`src/design/riscv_core_consts.svh`:
```
`ifndef RISCV_CORE_CONSTS_SVH
`define RISCV_CORE_CONSTS_SVH

//////////////////////////////////////////////////////////////////////
// Datapath sizing
//////////////////////////////////////////////////////////////////////

// Width of one integer data word in RV32
`define XLEN 32

// Number of architectural integer registers, x0 included
`define REG_COUNT 32

//////////////////////////////////////////////////////////////////////
// Write-back source selector codes
//////////////////////////////////////////////////////////////////////

// Result straight from the ALU, also used for address-only ops
`define WB_SEL_ALU 2'd0
// Aligned and extended load data from the memory stage
`define WB_SEL_MEM 2'd1
// Link address for JAL and JALR
`define WB_SEL_PC_P4 2'd2
// Old CSR value read by a CSR instruction
`define WB_SEL_CSR 2'd3

//////////////////////////////////////////////////////////////////////
// RV32I load funct3 codes
//////////////////////////////////////////////////////////////////////

`define FUNCT3_LB 3'b000
`define FUNCT3_LH 3'b001
`define FUNCT3_LW 3'b010
`define FUNCT3_LBU 3'b100
`define FUNCT3_LHU 3'b101

`endif
```
`src/design/riscv_core_pkg.sv`:
```
`include "riscv_core_consts.svh"

package riscv_core_pkg;

    //////////////////////////////////////////////////////////////////
    // Vector types shared by the retire datapath
    //////////////////////////////////////////////////////////////////

    // One integer data word, as held in the register file
    typedef logic [`XLEN-1:0] word_t;

    // Register index, wide enough to address every integer register
    typedef logic [$clog2(`REG_COUNT)-1:0] reg_addr_t;

    // Write-back source selector, coded by the WB_SEL macros
    typedef logic [1:0] wb_sel_t;

    // Load width and signedness field taken from the instruction
    typedef logic [2:0] funct3_t;

endpackage

```
`src/design/riscv_retire_top.sv`:
```
`include "riscv_core_consts.svh"

module riscv_retire_top (
    input  logic                    clk_i,
    input  logic                    rst_n_i,

    // Memory-stage result, one per cycle
    input  logic                    valid_i,
    input  riscv_core_pkg::reg_addr_t rd_addr_i,
    input  logic                    reg_write_i,
    input  riscv_core_pkg::wb_sel_t wb_sel_i,
    input  riscv_core_pkg::funct3_t funct3_i,
    input  riscv_core_pkg::word_t   alu_result_i,
    input  riscv_core_pkg::word_t   load_data_i,
    input  riscv_core_pkg::word_t   pc_i,
    input  riscv_core_pkg::word_t   csr_data_i,

    // Execute-stage operand reads
    input  riscv_core_pkg::reg_addr_t rs1_addr_i,
    input  riscv_core_pkg::reg_addr_t rs2_addr_i,
    output riscv_core_pkg::word_t   rs1_data_o,
    output riscv_core_pkg::word_t   rs2_data_o
);

    //////////////////////////////////////////////////////////////////
    // MEM/WB boundary
    //////////////////////////////////////////////////////////////////

    logic                      wb_valid;
    riscv_core_pkg::reg_addr_t wb_rd_addr;
    logic                      wb_reg_write;
    riscv_core_pkg::wb_sel_t   wb_sel;
    riscv_core_pkg::funct3_t   wb_funct3;
    riscv_core_pkg::word_t     wb_alu_result;
    riscv_core_pkg::word_t     wb_load_data;
    riscv_core_pkg::word_t     wb_pc;
    riscv_core_pkg::word_t     wb_csr_data;

    mem_wb_register u_mem_wb_register (
        .clk_i        (clk_i),
        .rst_n_i      (rst_n_i),
        .valid_i      (valid_i),
        .rd_addr_i    (rd_addr_i),
        .reg_write_i  (reg_write_i),
        .wb_sel_i     (wb_sel_i),
        .funct3_i     (funct3_i),
        .alu_result_i (alu_result_i),
        .load_data_i  (load_data_i),
        .pc_i         (pc_i),
        .csr_data_i   (csr_data_i),
        .valid_o      (wb_valid),
        .rd_addr_o    (wb_rd_addr),
        .reg_write_o  (wb_reg_write),
        .wb_sel_o     (wb_sel),
        .funct3_o     (wb_funct3),
        .alu_result_o (wb_alu_result),
        .load_data_o  (wb_load_data),
        .pc_o         (wb_pc),
        .csr_data_o   (wb_csr_data)
    );

    //////////////////////////////////////////////////////////////////
    // Write-back and commit
    //////////////////////////////////////////////////////////////////

    // Commit port fans out to the register file and the bypass
    logic                      write_en;
    riscv_core_pkg::reg_addr_t rd_addr;
    riscv_core_pkg::word_t     rd_data;

    writeback_stage u_writeback_stage (
        .valid_i      (wb_valid),
        .rd_addr_i    (wb_rd_addr),
        .reg_write_i  (wb_reg_write),
        .wb_sel_i     (wb_sel),
        .funct3_i     (wb_funct3),
        .alu_result_i (wb_alu_result),
        .load_data_i  (wb_load_data),
        .pc_i         (wb_pc),
        .csr_data_i   (wb_csr_data),
        .write_en_o   (write_en),
        .rd_addr_o    (rd_addr),
        .rd_data_o    (rd_data)
    );

    //////////////////////////////////////////////////////////////////
    // Register file and operand forwarding
    //////////////////////////////////////////////////////////////////

    riscv_core_pkg::word_t rf_rs1_data;
    riscv_core_pkg::word_t rf_rs2_data;

    reg_file u_reg_file (
        .clk_i      (clk_i),
        .rst_n_i    (rst_n_i),
        .write_en_i (write_en),
        .rd_addr_i  (rd_addr),
        .rd_data_i  (rd_data),
        .rs1_addr_i (rs1_addr_i),
        .rs2_addr_i (rs2_addr_i),
        .rs1_data_o (rf_rs1_data),
        .rs2_data_o (rf_rs2_data)
    );

    // The stored read is one cycle behind the commit, so bypass covers it
    operand_forward u_operand_forward (
        .wb_write_en_i (write_en),
        .wb_rd_addr_i  (rd_addr),
        .wb_rd_data_i  (rd_data),
        .rs1_addr_i    (rs1_addr_i),
        .rs2_addr_i    (rs2_addr_i),
        .rf_rs1_data_i (rf_rs1_data),
        .rf_rs2_data_i (rf_rs2_data),
        .rs1_data_o    (rs1_data_o),
        .rs2_data_o    (rs2_data_o)
    );

endmodule

```
`src/design/operand_forward.sv`:
```
`include "riscv_core_consts.svh"

module operand_forward (
    // Instruction retiring in this cycle
    input  logic                    wb_write_en_i,
    input  riscv_core_pkg::reg_addr_t wb_rd_addr_i,
    input  riscv_core_pkg::word_t   wb_rd_data_i,

    // Execute-stage read requests and the stored values behind them
    input  riscv_core_pkg::reg_addr_t rs1_addr_i,
    input  riscv_core_pkg::reg_addr_t rs2_addr_i,
    input  riscv_core_pkg::word_t   rf_rs1_data_i,
    input  riscv_core_pkg::word_t   rf_rs2_data_i,

    // Resolved operands
    output riscv_core_pkg::word_t   rs1_data_o,
    output riscv_core_pkg::word_t   rs2_data_o
);

    // Pick the retiring value when it targets the register being read
    // The enable already excludes x0, so no zero check is needed here
    function automatic riscv_core_pkg::word_t resolve(
        input riscv_core_pkg::reg_addr_t src_addr,
        input riscv_core_pkg::word_t     stored
    );
        logic hit;
        hit = wb_write_en_i && (wb_rd_addr_i == src_addr);
        return hit ? wb_rd_data_i : stored;
    endfunction

    // Each read port is resolved on its own
    // The retiring fields read inside resolve are part of the sensitivity here
    always_comb begin
        rs1_data_o = resolve(rs1_addr_i, rf_rs1_data_i);
        rs2_data_o = resolve(rs2_addr_i, rf_rs2_data_i);
    end

endmodule

```
`src/design/reg_file.sv`:
```
`include "riscv_core_consts.svh"

module reg_file (
    input  logic                    clk_i,
    input  logic                    rst_n_i,

    // Write port driven by the write-back stage
    input  logic                    write_en_i,
    input  riscv_core_pkg::reg_addr_t rd_addr_i,
    input  riscv_core_pkg::word_t   rd_data_i,

    // Read ports for the execute-stage source operands
    input  riscv_core_pkg::reg_addr_t rs1_addr_i,
    input  riscv_core_pkg::reg_addr_t rs2_addr_i,
    output riscv_core_pkg::word_t   rs1_data_o,
    output riscv_core_pkg::word_t   rs2_data_o
);

    // Storage for every architectural register
    // Entry zero stays at its reset value because write_en never targets it
    riscv_core_pkg::word_t regs [`REG_COUNT];

    //////////////////////////////////////////////////////////////////
    // Write port
    //////////////////////////////////////////////////////////////////

    always_ff @(posedge clk_i) begin
        if (!rst_n_i) begin
            // Start from a known all-zero architectural state
            for (int i = 0; i < `REG_COUNT; i++) begin
                regs[i] <= '0;
            end
        end else if (write_en_i) begin
            regs[rd_addr_i] <= rd_data_i;
        end
    end

    //////////////////////////////////////////////////////////////////
    // Read ports
    //////////////////////////////////////////////////////////////////

    // Reads are asynchronous and show the state before the next edge
    // A write in flight is covered by the forwarding unit
    assign rs1_data_o = regs[rs1_addr_i];
    assign rs2_data_o = regs[rs2_addr_i];

endmodule

```
`src/design/writeback_stage.sv`:
```
`include "riscv_core_consts.svh"

module writeback_stage (
    // Entry held in the MEM/WB register
    input  logic                    valid_i,
    input  riscv_core_pkg::reg_addr_t rd_addr_i,
    input  logic                    reg_write_i,
    input  riscv_core_pkg::wb_sel_t wb_sel_i,
    input  riscv_core_pkg::funct3_t funct3_i,
    input  riscv_core_pkg::word_t   alu_result_i,
    input  riscv_core_pkg::word_t   load_data_i,
    input  riscv_core_pkg::word_t   pc_i,
    input  riscv_core_pkg::word_t   csr_data_i,

    // Commit port, shared by the register file and the forwarding unit
    output logic                    write_en_o,
    output riscv_core_pkg::reg_addr_t rd_addr_o,
    output riscv_core_pkg::word_t   rd_data_o
);

    //////////////////////////////////////////////////////////////////
    // Load alignment
    //////////////////////////////////////////////////////////////////

    // For a load the ALU result is the effective address
    // Its low two bits pick the byte lane inside the fetched word
    logic [1:0]            byte_offset;
    logic [7:0]            load_byte;
    logic [15:0]           load_half;
    riscv_core_pkg::word_t load_aligned;

    assign byte_offset = alu_result_i[1:0];

    // Shift the addressed byte down to bit zero
    assign load_byte = load_data_i[{byte_offset, 3'b000} +: 8];

    // Halfwords are aligned on even addresses, so only bit one matters
    assign load_half = byte_offset[1] ? load_data_i[31:16] : load_data_i[15:0];

    always_comb begin
        case (funct3_i)
            // Signed forms replicate the top bit of the loaded value
            `FUNCT3_LB:  load_aligned = {{(`XLEN-8){load_byte[7]}}, load_byte};
            `FUNCT3_LH:  load_aligned = {{(`XLEN-16){load_half[15]}}, load_half};
            // Unsigned forms fill the upper bits with zero
            `FUNCT3_LBU: load_aligned = {{(`XLEN-8){1'b0}}, load_byte};
            `FUNCT3_LHU: load_aligned = {{(`XLEN-16){1'b0}}, load_half};
            `FUNCT3_LW:  load_aligned = load_data_i;
            // Reserved widths fall back to the raw word
            default:     load_aligned = load_data_i;
        endcase
    end

    //////////////////////////////////////////////////////////////////
    // Result selection and commit
    //////////////////////////////////////////////////////////////////

    always_comb begin
        case (wb_sel_i)
            `WB_SEL_ALU:   rd_data_o = alu_result_i;
            `WB_SEL_MEM:   rd_data_o = load_aligned;
            // Link value is the address of the next sequential instruction
            `WB_SEL_PC_P4: rd_data_o = pc_i + `XLEN'd4;
            `WB_SEL_CSR:   rd_data_o = csr_data_i;
            default:       rd_data_o = alu_result_i;
        endcase
    end

    // A commit needs a real instruction that writes a register
    // Writes aimed at x0 are dropped here once for every consumer
    assign write_en_o = valid_i && reg_write_i && (rd_addr_i != '0);

    assign rd_addr_o = rd_addr_i;

endmodule

```
`src/design/mem_wb_register.sv`:
```
`include "riscv_core_consts.svh"

module mem_wb_register (
    input  logic                    clk_i,
    input  logic                    rst_n_i,

    // Result handed over by the memory stage
    input  logic                    valid_i,
    input  riscv_core_pkg::reg_addr_t rd_addr_i,
    input  logic                    reg_write_i,
    input  riscv_core_pkg::wb_sel_t wb_sel_i,
    input  riscv_core_pkg::funct3_t funct3_i,
    input  riscv_core_pkg::word_t   alu_result_i,
    input  riscv_core_pkg::word_t   load_data_i,
    input  riscv_core_pkg::word_t   pc_i,
    input  riscv_core_pkg::word_t   csr_data_i,

    // Same fields as seen by the write-back stage
    output logic                    valid_o,
    output riscv_core_pkg::reg_addr_t rd_addr_o,
    output logic                    reg_write_o,
    output riscv_core_pkg::wb_sel_t wb_sel_o,
    output riscv_core_pkg::funct3_t funct3_o,
    output riscv_core_pkg::word_t   alu_result_o,
    output riscv_core_pkg::word_t   load_data_o,
    output riscv_core_pkg::word_t   pc_o,
    output riscv_core_pkg::word_t   csr_data_o
);

    // The valid bit is the only control state at this boundary
    // Clearing it turns whatever sits in the payload into a bubble
    always_ff @(posedge clk_i) begin
        if (!rst_n_i) begin
            valid_o <= 1'b0;
        end else begin
            valid_o <= valid_i;
        end
    end

    // Payload moves forward every cycle since write-back never stalls
    // Its content only matters while the valid bit is set
    always_ff @(posedge clk_i) begin
        rd_addr_o    <= rd_addr_i;
        reg_write_o  <= reg_write_i;
        wb_sel_o     <= wb_sel_i;
        funct3_o     <= funct3_i;
        alu_result_o <= alu_result_i;
        load_data_o  <= load_data_i;
        pc_o         <= pc_i;
        csr_data_o   <= csr_data_i;
    end

endmodule

```
`config.mk`:
```
export PLATFORM = sky130hd
export DESIGN_NAME = riscv_retire_top
export DESIGN_NICKNAME = d
export VERILOG_FILES = /design/src/design/riscv_core_pkg.sv /design/src/design/riscv_retire_top.sv /design/src/design/operand_forward.sv /design/src/design/reg_file.sv /design/src/design/writeback_stage.sv /design/src/design/mem_wb_register.sv
export VERILOG_INCLUDE_DIRS = /design/src /design/src/design
export SDC_FILE = /design/constraint.sdc
export NUM_CORES = 2
export LEC_CHECK = 0
export BUFFER_PORTS_ARGS = -buffer_cell sky130_fd_sc_hd__buf_2
export CAP_MARGIN = 15
export CORE_MARGIN = 2
export CORE_UTILIZATION = 30
export CTS_BUF_LIST = sky130_fd_sc_hd__clkbuf_16
export DETAILED_ROUTE_END_ITERATION = 8
export HOLD_SLACK_MARGIN = 0.03
export PLACE_DENSITY = 0.51
export SLEW_MARGIN = 20
export SYNTH_ARGS = -nofsm -noshare
export SYNTH_HDL_FRONTEND = slang
export SYNTH_HIERARCHICAL = 1
export SYNTH_SLANG_ARGS = --single-unit
export TNS_END_PERCENT = 5
```
`constraint.sdc`:
```
create_clock -name clk_i -period 3.9 [get_ports clk_i]
set_input_delay 0.78 -clock clk_i [delete_from_list [all_inputs] [get_ports clk_i]]
set_output_delay 0.78 -clock clk_i [all_outputs]
set_load 0.05 [all_outputs]
```
==> results.md <==
- Routed length per instance: 30.23 µm
- Number of cells traversed by the worst hold path: 1
- Critical path peak fanout: 6
- Total vias in the final route: 44,799
- Cell area after layout: 0.07447 mm²
- Wire length of the first global-routing pass: 346,800 µm
- Number of synthesis warnings: 6
- Clock latency reported for the late side of the worst-skew pair: 790 ps
- Count of input and output buffers: 215
- Clock tree from TritonCTS: built
- Clock slew at reported path FFs: 60 ps
- Placed Area: 0.06927 mm²
- Global-route usage over all layers: 0.2336
- Worst reg2reg path startpoint: u_mem_wb_register/rd_addr_o[3]
- Sequential-to-total area share from yosys stat: 0.5437
- Switch share: 0.2730
- Clock Skews: 35.66 ps
- Area of the die: 0.2094 mm²
- Worst setup path startpoint: u_mem_wb_register/alu_result_o[0]
- Number of global-route vias before repair: 44,779
- Cell chosen for the clock root: sky130_fd_sc_hd__clkbuf_16
- Async SR Flop Fraction: 0
- Nature of the critical path startpoint: flip-flop
- Worst Tran Pin Value: 1210 ps
- Synth cell types: 65
- Area share of the largest cell type after synthesis: 0.4982
- Maximum buffer depth of the clock tree: 3
- Number of hold violations in the final report: 0
- Clk pwr share: 0.403
- Top cells by area in the synthesized netlist: sky130_fd_sc_hd__edfxtp_1 50%, sky130_fd_sc_hd__mux2i_1 17%, sky130_fd_sc_hd__and2_1 10%, sky130_fd_sc_hd__dfxtp_1 4.5%, sky130_fd_sc_hd__a22oi_1 2.4%
- Largest area contributor in the netlist: sky130_fd_sc_hd__edfxtp_1
- Most common cell in the synthesized netlist: sky130_fd_sc_hd__mux2i_1
- Drc violations: 0
- Worst r2r dst: u_reg_file/regs[29][27]
- First-pass iteration count of the detailed router: 5
- Max-capacitance violation count: 0
- Leftover overflow at the end of global routing: 0
- Initial Utilization: 0.3017
- Number of fill cells in the layout: 19,688
- Area growth syn-to-layout: 20.66%
- Data required time at the worst endpoint: 3120 ps
- Total half-perimeter wirelength after legalization and detailed placement: 166,600 µm
- Worst IR drop on VDD: 0.0004834 V
- Largest family of logic cells by synthesized area: multiplexers
- Pin count of the biggest net entering global routing: 56
- Register bit total from synthesis: 1,164
- Xor and xnor area share after synthesis: 0.005109
- Internal power: 22.59 mW
- Headroom to the max-slew limit: 0.1932
- Crit end category: output pin
- Cell count after synthesis: 5,196
- Tightest Hold Check Type: input port to flip-flop
- Area fraction in compound gates after synthesis: 0.08014
- Count of flip-flops with a built-in enable after synthesis: 1,024
- Pins over their slew limit: 0
- Routed WL: 250,600 µm
- Fraction of the cycle the final worst path needs: 1.012
- Clock buffers created by TritonCTS: 139
- Adder-cell area share of the yosys netlist: 0.0004055
- Upper clock frequency limit: 253.3 MHz
- Portion of netlist area occupied by mux cells: 0.1820
- Average size of a mapped cell: 11.88 µm²
- Setup repair after global routing missed its margin: true
- Number of nets in the layout: 5,643
- DRC violation total after the first TritonRoute iteration: 4,689
- Post-route antenna net violation count: 0
- Pwr per Cell Area: 417.2 mW/mm²
- Worst Path Class, Setup: flip-flop to output pin
- Simple-gate share of the synthesized area: 0.1523
- FF-to-FF setup slack: 720 ps
- Post-route minimum period: 3949 ps
- Overall die height: 457.6 µm
- Worst hold start: pc_i[9]
- Comb power frac: 0.143
- Post-Synthesis Net Count: 5,350
- Final worst slack: -48.67 ps
- Net switching power: 8.483 mW
- Violated checks: negative setup slack
- CTS Sinks: 1,164
- Post-synthesis instance area: 0.06172 mm²
- Final TNS setup: -119.5 ps
- Leakage dissipation: 30.18 nW
- Setup violation total in the final timing report: 3
- Ports: 216
- Cell count of the worst reg-to-reg path: 9
- Antenna violations before repair: 28
- Top cells by instance count after synthesis: 1,032 x sky130_fd_sc_hd__mux2i_1, 1,031 x sky130_fd_sc_hd__and2_1, 1,024 x sky130_fd_sc_hd__edfxtp_1
- Endpoint of the worst hold-timing path: u_mem_wb_register/pc_o[9]
- Core ar.: 0.2046 mm²
- Final weighted congestion of routability-driven global placement: 0.8740
- Critical path arrival: 3170 ps
- Part of the total power dissipated in sequential elements: 0.454
- Prevailing post-synth register cell: sky130_fd_sc_hd__edfxtp_1
- Detailed-route vias per instance: 5.405
- Placement Rows: 166
- H-Tree Depth: 4
- Worst Hold Margin: 83.90 ps
- Horiz. Die Dim: 457.6 µm
- Fraction of layout instances using a drive strength above 1: 0.1932
- Run status: complete, but fails checks
==> registers in the layout, indices dropped and copies added (netlist names) <==
name	cells
u_reg_file/regs	1024
u_mem_wb_register/alu_result_o	32
u_mem_wb_register/csr_data_o	32
u_mem_wb_register/load_data_o	32
u_mem_wb_register/pc_o	32
u_mem_wb_register/rd_addr_o	5
u_mem_wb_register/funct3_o	3
u_mem_wb_register/wb_sel_o	2
u_mem_wb_register/reg_write_o	1
u_mem_wb_register/valid_o	1
==> power groups by stage <==
stage / combinational [mW] / sequential, mW / clock, mW
floorplan: 2.34 / 14.3 / 0
global placement: 4.26 / 14.3 / 0
detailed placement: 4.27 / 14.4 / 0
CTS: 4.40 / 14.1 / 12.7
global route: 4.62 / 14.1 / 13.2
finish: 4.44 / 14.1 / 12.5
==> cell usage in the layout (no fill, tap or decap), types with 9 or more instances in the layout <==
cell type                   instances
sky130_fd_sc_hd__a21oi_1          217
sky130_fd_sc_hd__a22o_1           138
sky130_fd_sc_hd__a22oi_1          198
sky130_fd_sc_hd__a31oi_1           67
sky130_fd_sc_hd__and2_1          1029
sky130_fd_sc_hd__buf_12           107
sky130_fd_sc_hd__buf_2            164
sky130_fd_sc_hd__buf_4            322
sky130_fd_sc_hd__buf_6             33
sky130_fd_sc_hd__clkbuf_16        144
sky130_fd_sc_hd__clkinv_1          30
sky130_fd_sc_hd__clkinv_2          20
sky130_fd_sc_hd__dfxtp_1          120
sky130_fd_sc_hd__dfxtp_2            9
sky130_fd_sc_hd__dfxtp_4           11
sky130_fd_sc_hd__diode_2           11
sky130_fd_sc_hd__edfxtp_1        1024
sky130_fd_sc_hd__inv_1             30
sky130_fd_sc_hd__mux2_2            26
sky130_fd_sc_hd__mux2_4            40
sky130_fd_sc_hd__mux2i_1         1030
sky130_fd_sc_hd__nand2_1          216
sky130_fd_sc_hd__nand3_1          207
sky130_fd_sc_hd__nand4_1           10
sky130_fd_sc_hd__nor2_1            32
sky130_fd_sc_hd__nor2_4            36
sky130_fd_sc_hd__nor3_1            69
sky130_fd_sc_hd__o21ai_0           10
sky130_fd_sc_hd__o21ai_4           35
sky130_fd_sc_hd__xnor2_1            9
sky130_fd_sc_hd__xor2_1            21
==> final cells by class <==
| cell class | count | area, µm² | area share |
|---|---|---|---|
| diodes | 11 | 27.53 | 0.0003696 |
| clock buffers | 144 | 3603 | 0.04839 |
| clock inverters | 98 | 698.2 | 0.009375 |
| inverters | 7 | 30.03 | 0.0004032 |
| multi-input cells | 3530 | 27080 | 0.3636 |
| flip-flops and latches | 1164 | 33600 | 0.4513 |
| well taps | 2688 | 3363 | 0.04516 |
| repair buffers | 647 | 6065 | 0.08144 |
==> worst max path at each step <==
stage,slack (ps),end
2_1_floorplan,-330,u_reg_file/regs[24][0]
3_3_place_gp,80,rs1_data_o[0]
3_5_place_dp,110,rs1_data_o[0]
4_1_cts,-140,rs2_data_o[20]
5_1_grt,-180,rs2_data_o[20]
6_report,-50,rs2_data_o[20]
==> routing by layer <==
metal  global-route usage  share of wire
met5                    0        0.00014
met1               0.3069           0.42
met2               0.3747           0.46
met4               0.1034          0.046
met3              0.04256          0.074
==> critical path, cell delays in order (launching register included) <==
cell                       delay [ps]
sky130_fd_sc_hd__dfxtp_4          380
sky130_fd_sc_hd__mux2i_2          230
sky130_fd_sc_hd__a221oi_2          90
sky130_fd_sc_hd__and3_4           200
sky130_fd_sc_hd__buf_8            130
sky130_fd_sc_hd__a222oi_1         520
sky130_fd_sc_hd__a221oi_4         150
sky130_fd_sc_hd__buf_6            190
sky130_fd_sc_hd__mux2_4           310
sky130_fd_sc_hd__buf_8            160
==> through the flow <==
stage	std cells	setup slack (ps)	power, mW	utilization
after floorplan	5196	-333.0	16.65	-
after global placement	8014	84.89	18.61	0.3380
after detailed placement	8019	105.3	18.62	0.3386
after CTS	8273	-136.2	31.24	0.3628
after global routing	8280	-181.4	31.96	0.3639
final	8289	-48.67	31.07	0.3640
==> timing repair <==
action	4_1_cts	5_1_grt
gates cloned	0	0
resized for setup	158	43
endpoints found under the hold margin	1	0
hold buffers	1	0
pin swaps	18	6
buffers inserted	11	4
setup endpoints to repair	63	53
==> cell families (layout without fill, tap and decap cells) <==
logic type      Yosys count  count (layout)
buf+inv                 502             896
other cells               0              11
flops                  1164            1164
fa+ha+maj                 2               2
compound gates          732             732
mux                    1101            1101
xor+xnor                 36              36
simple gates           1659            1659
No activity file was read; power rests on OpenSTA's default activity.
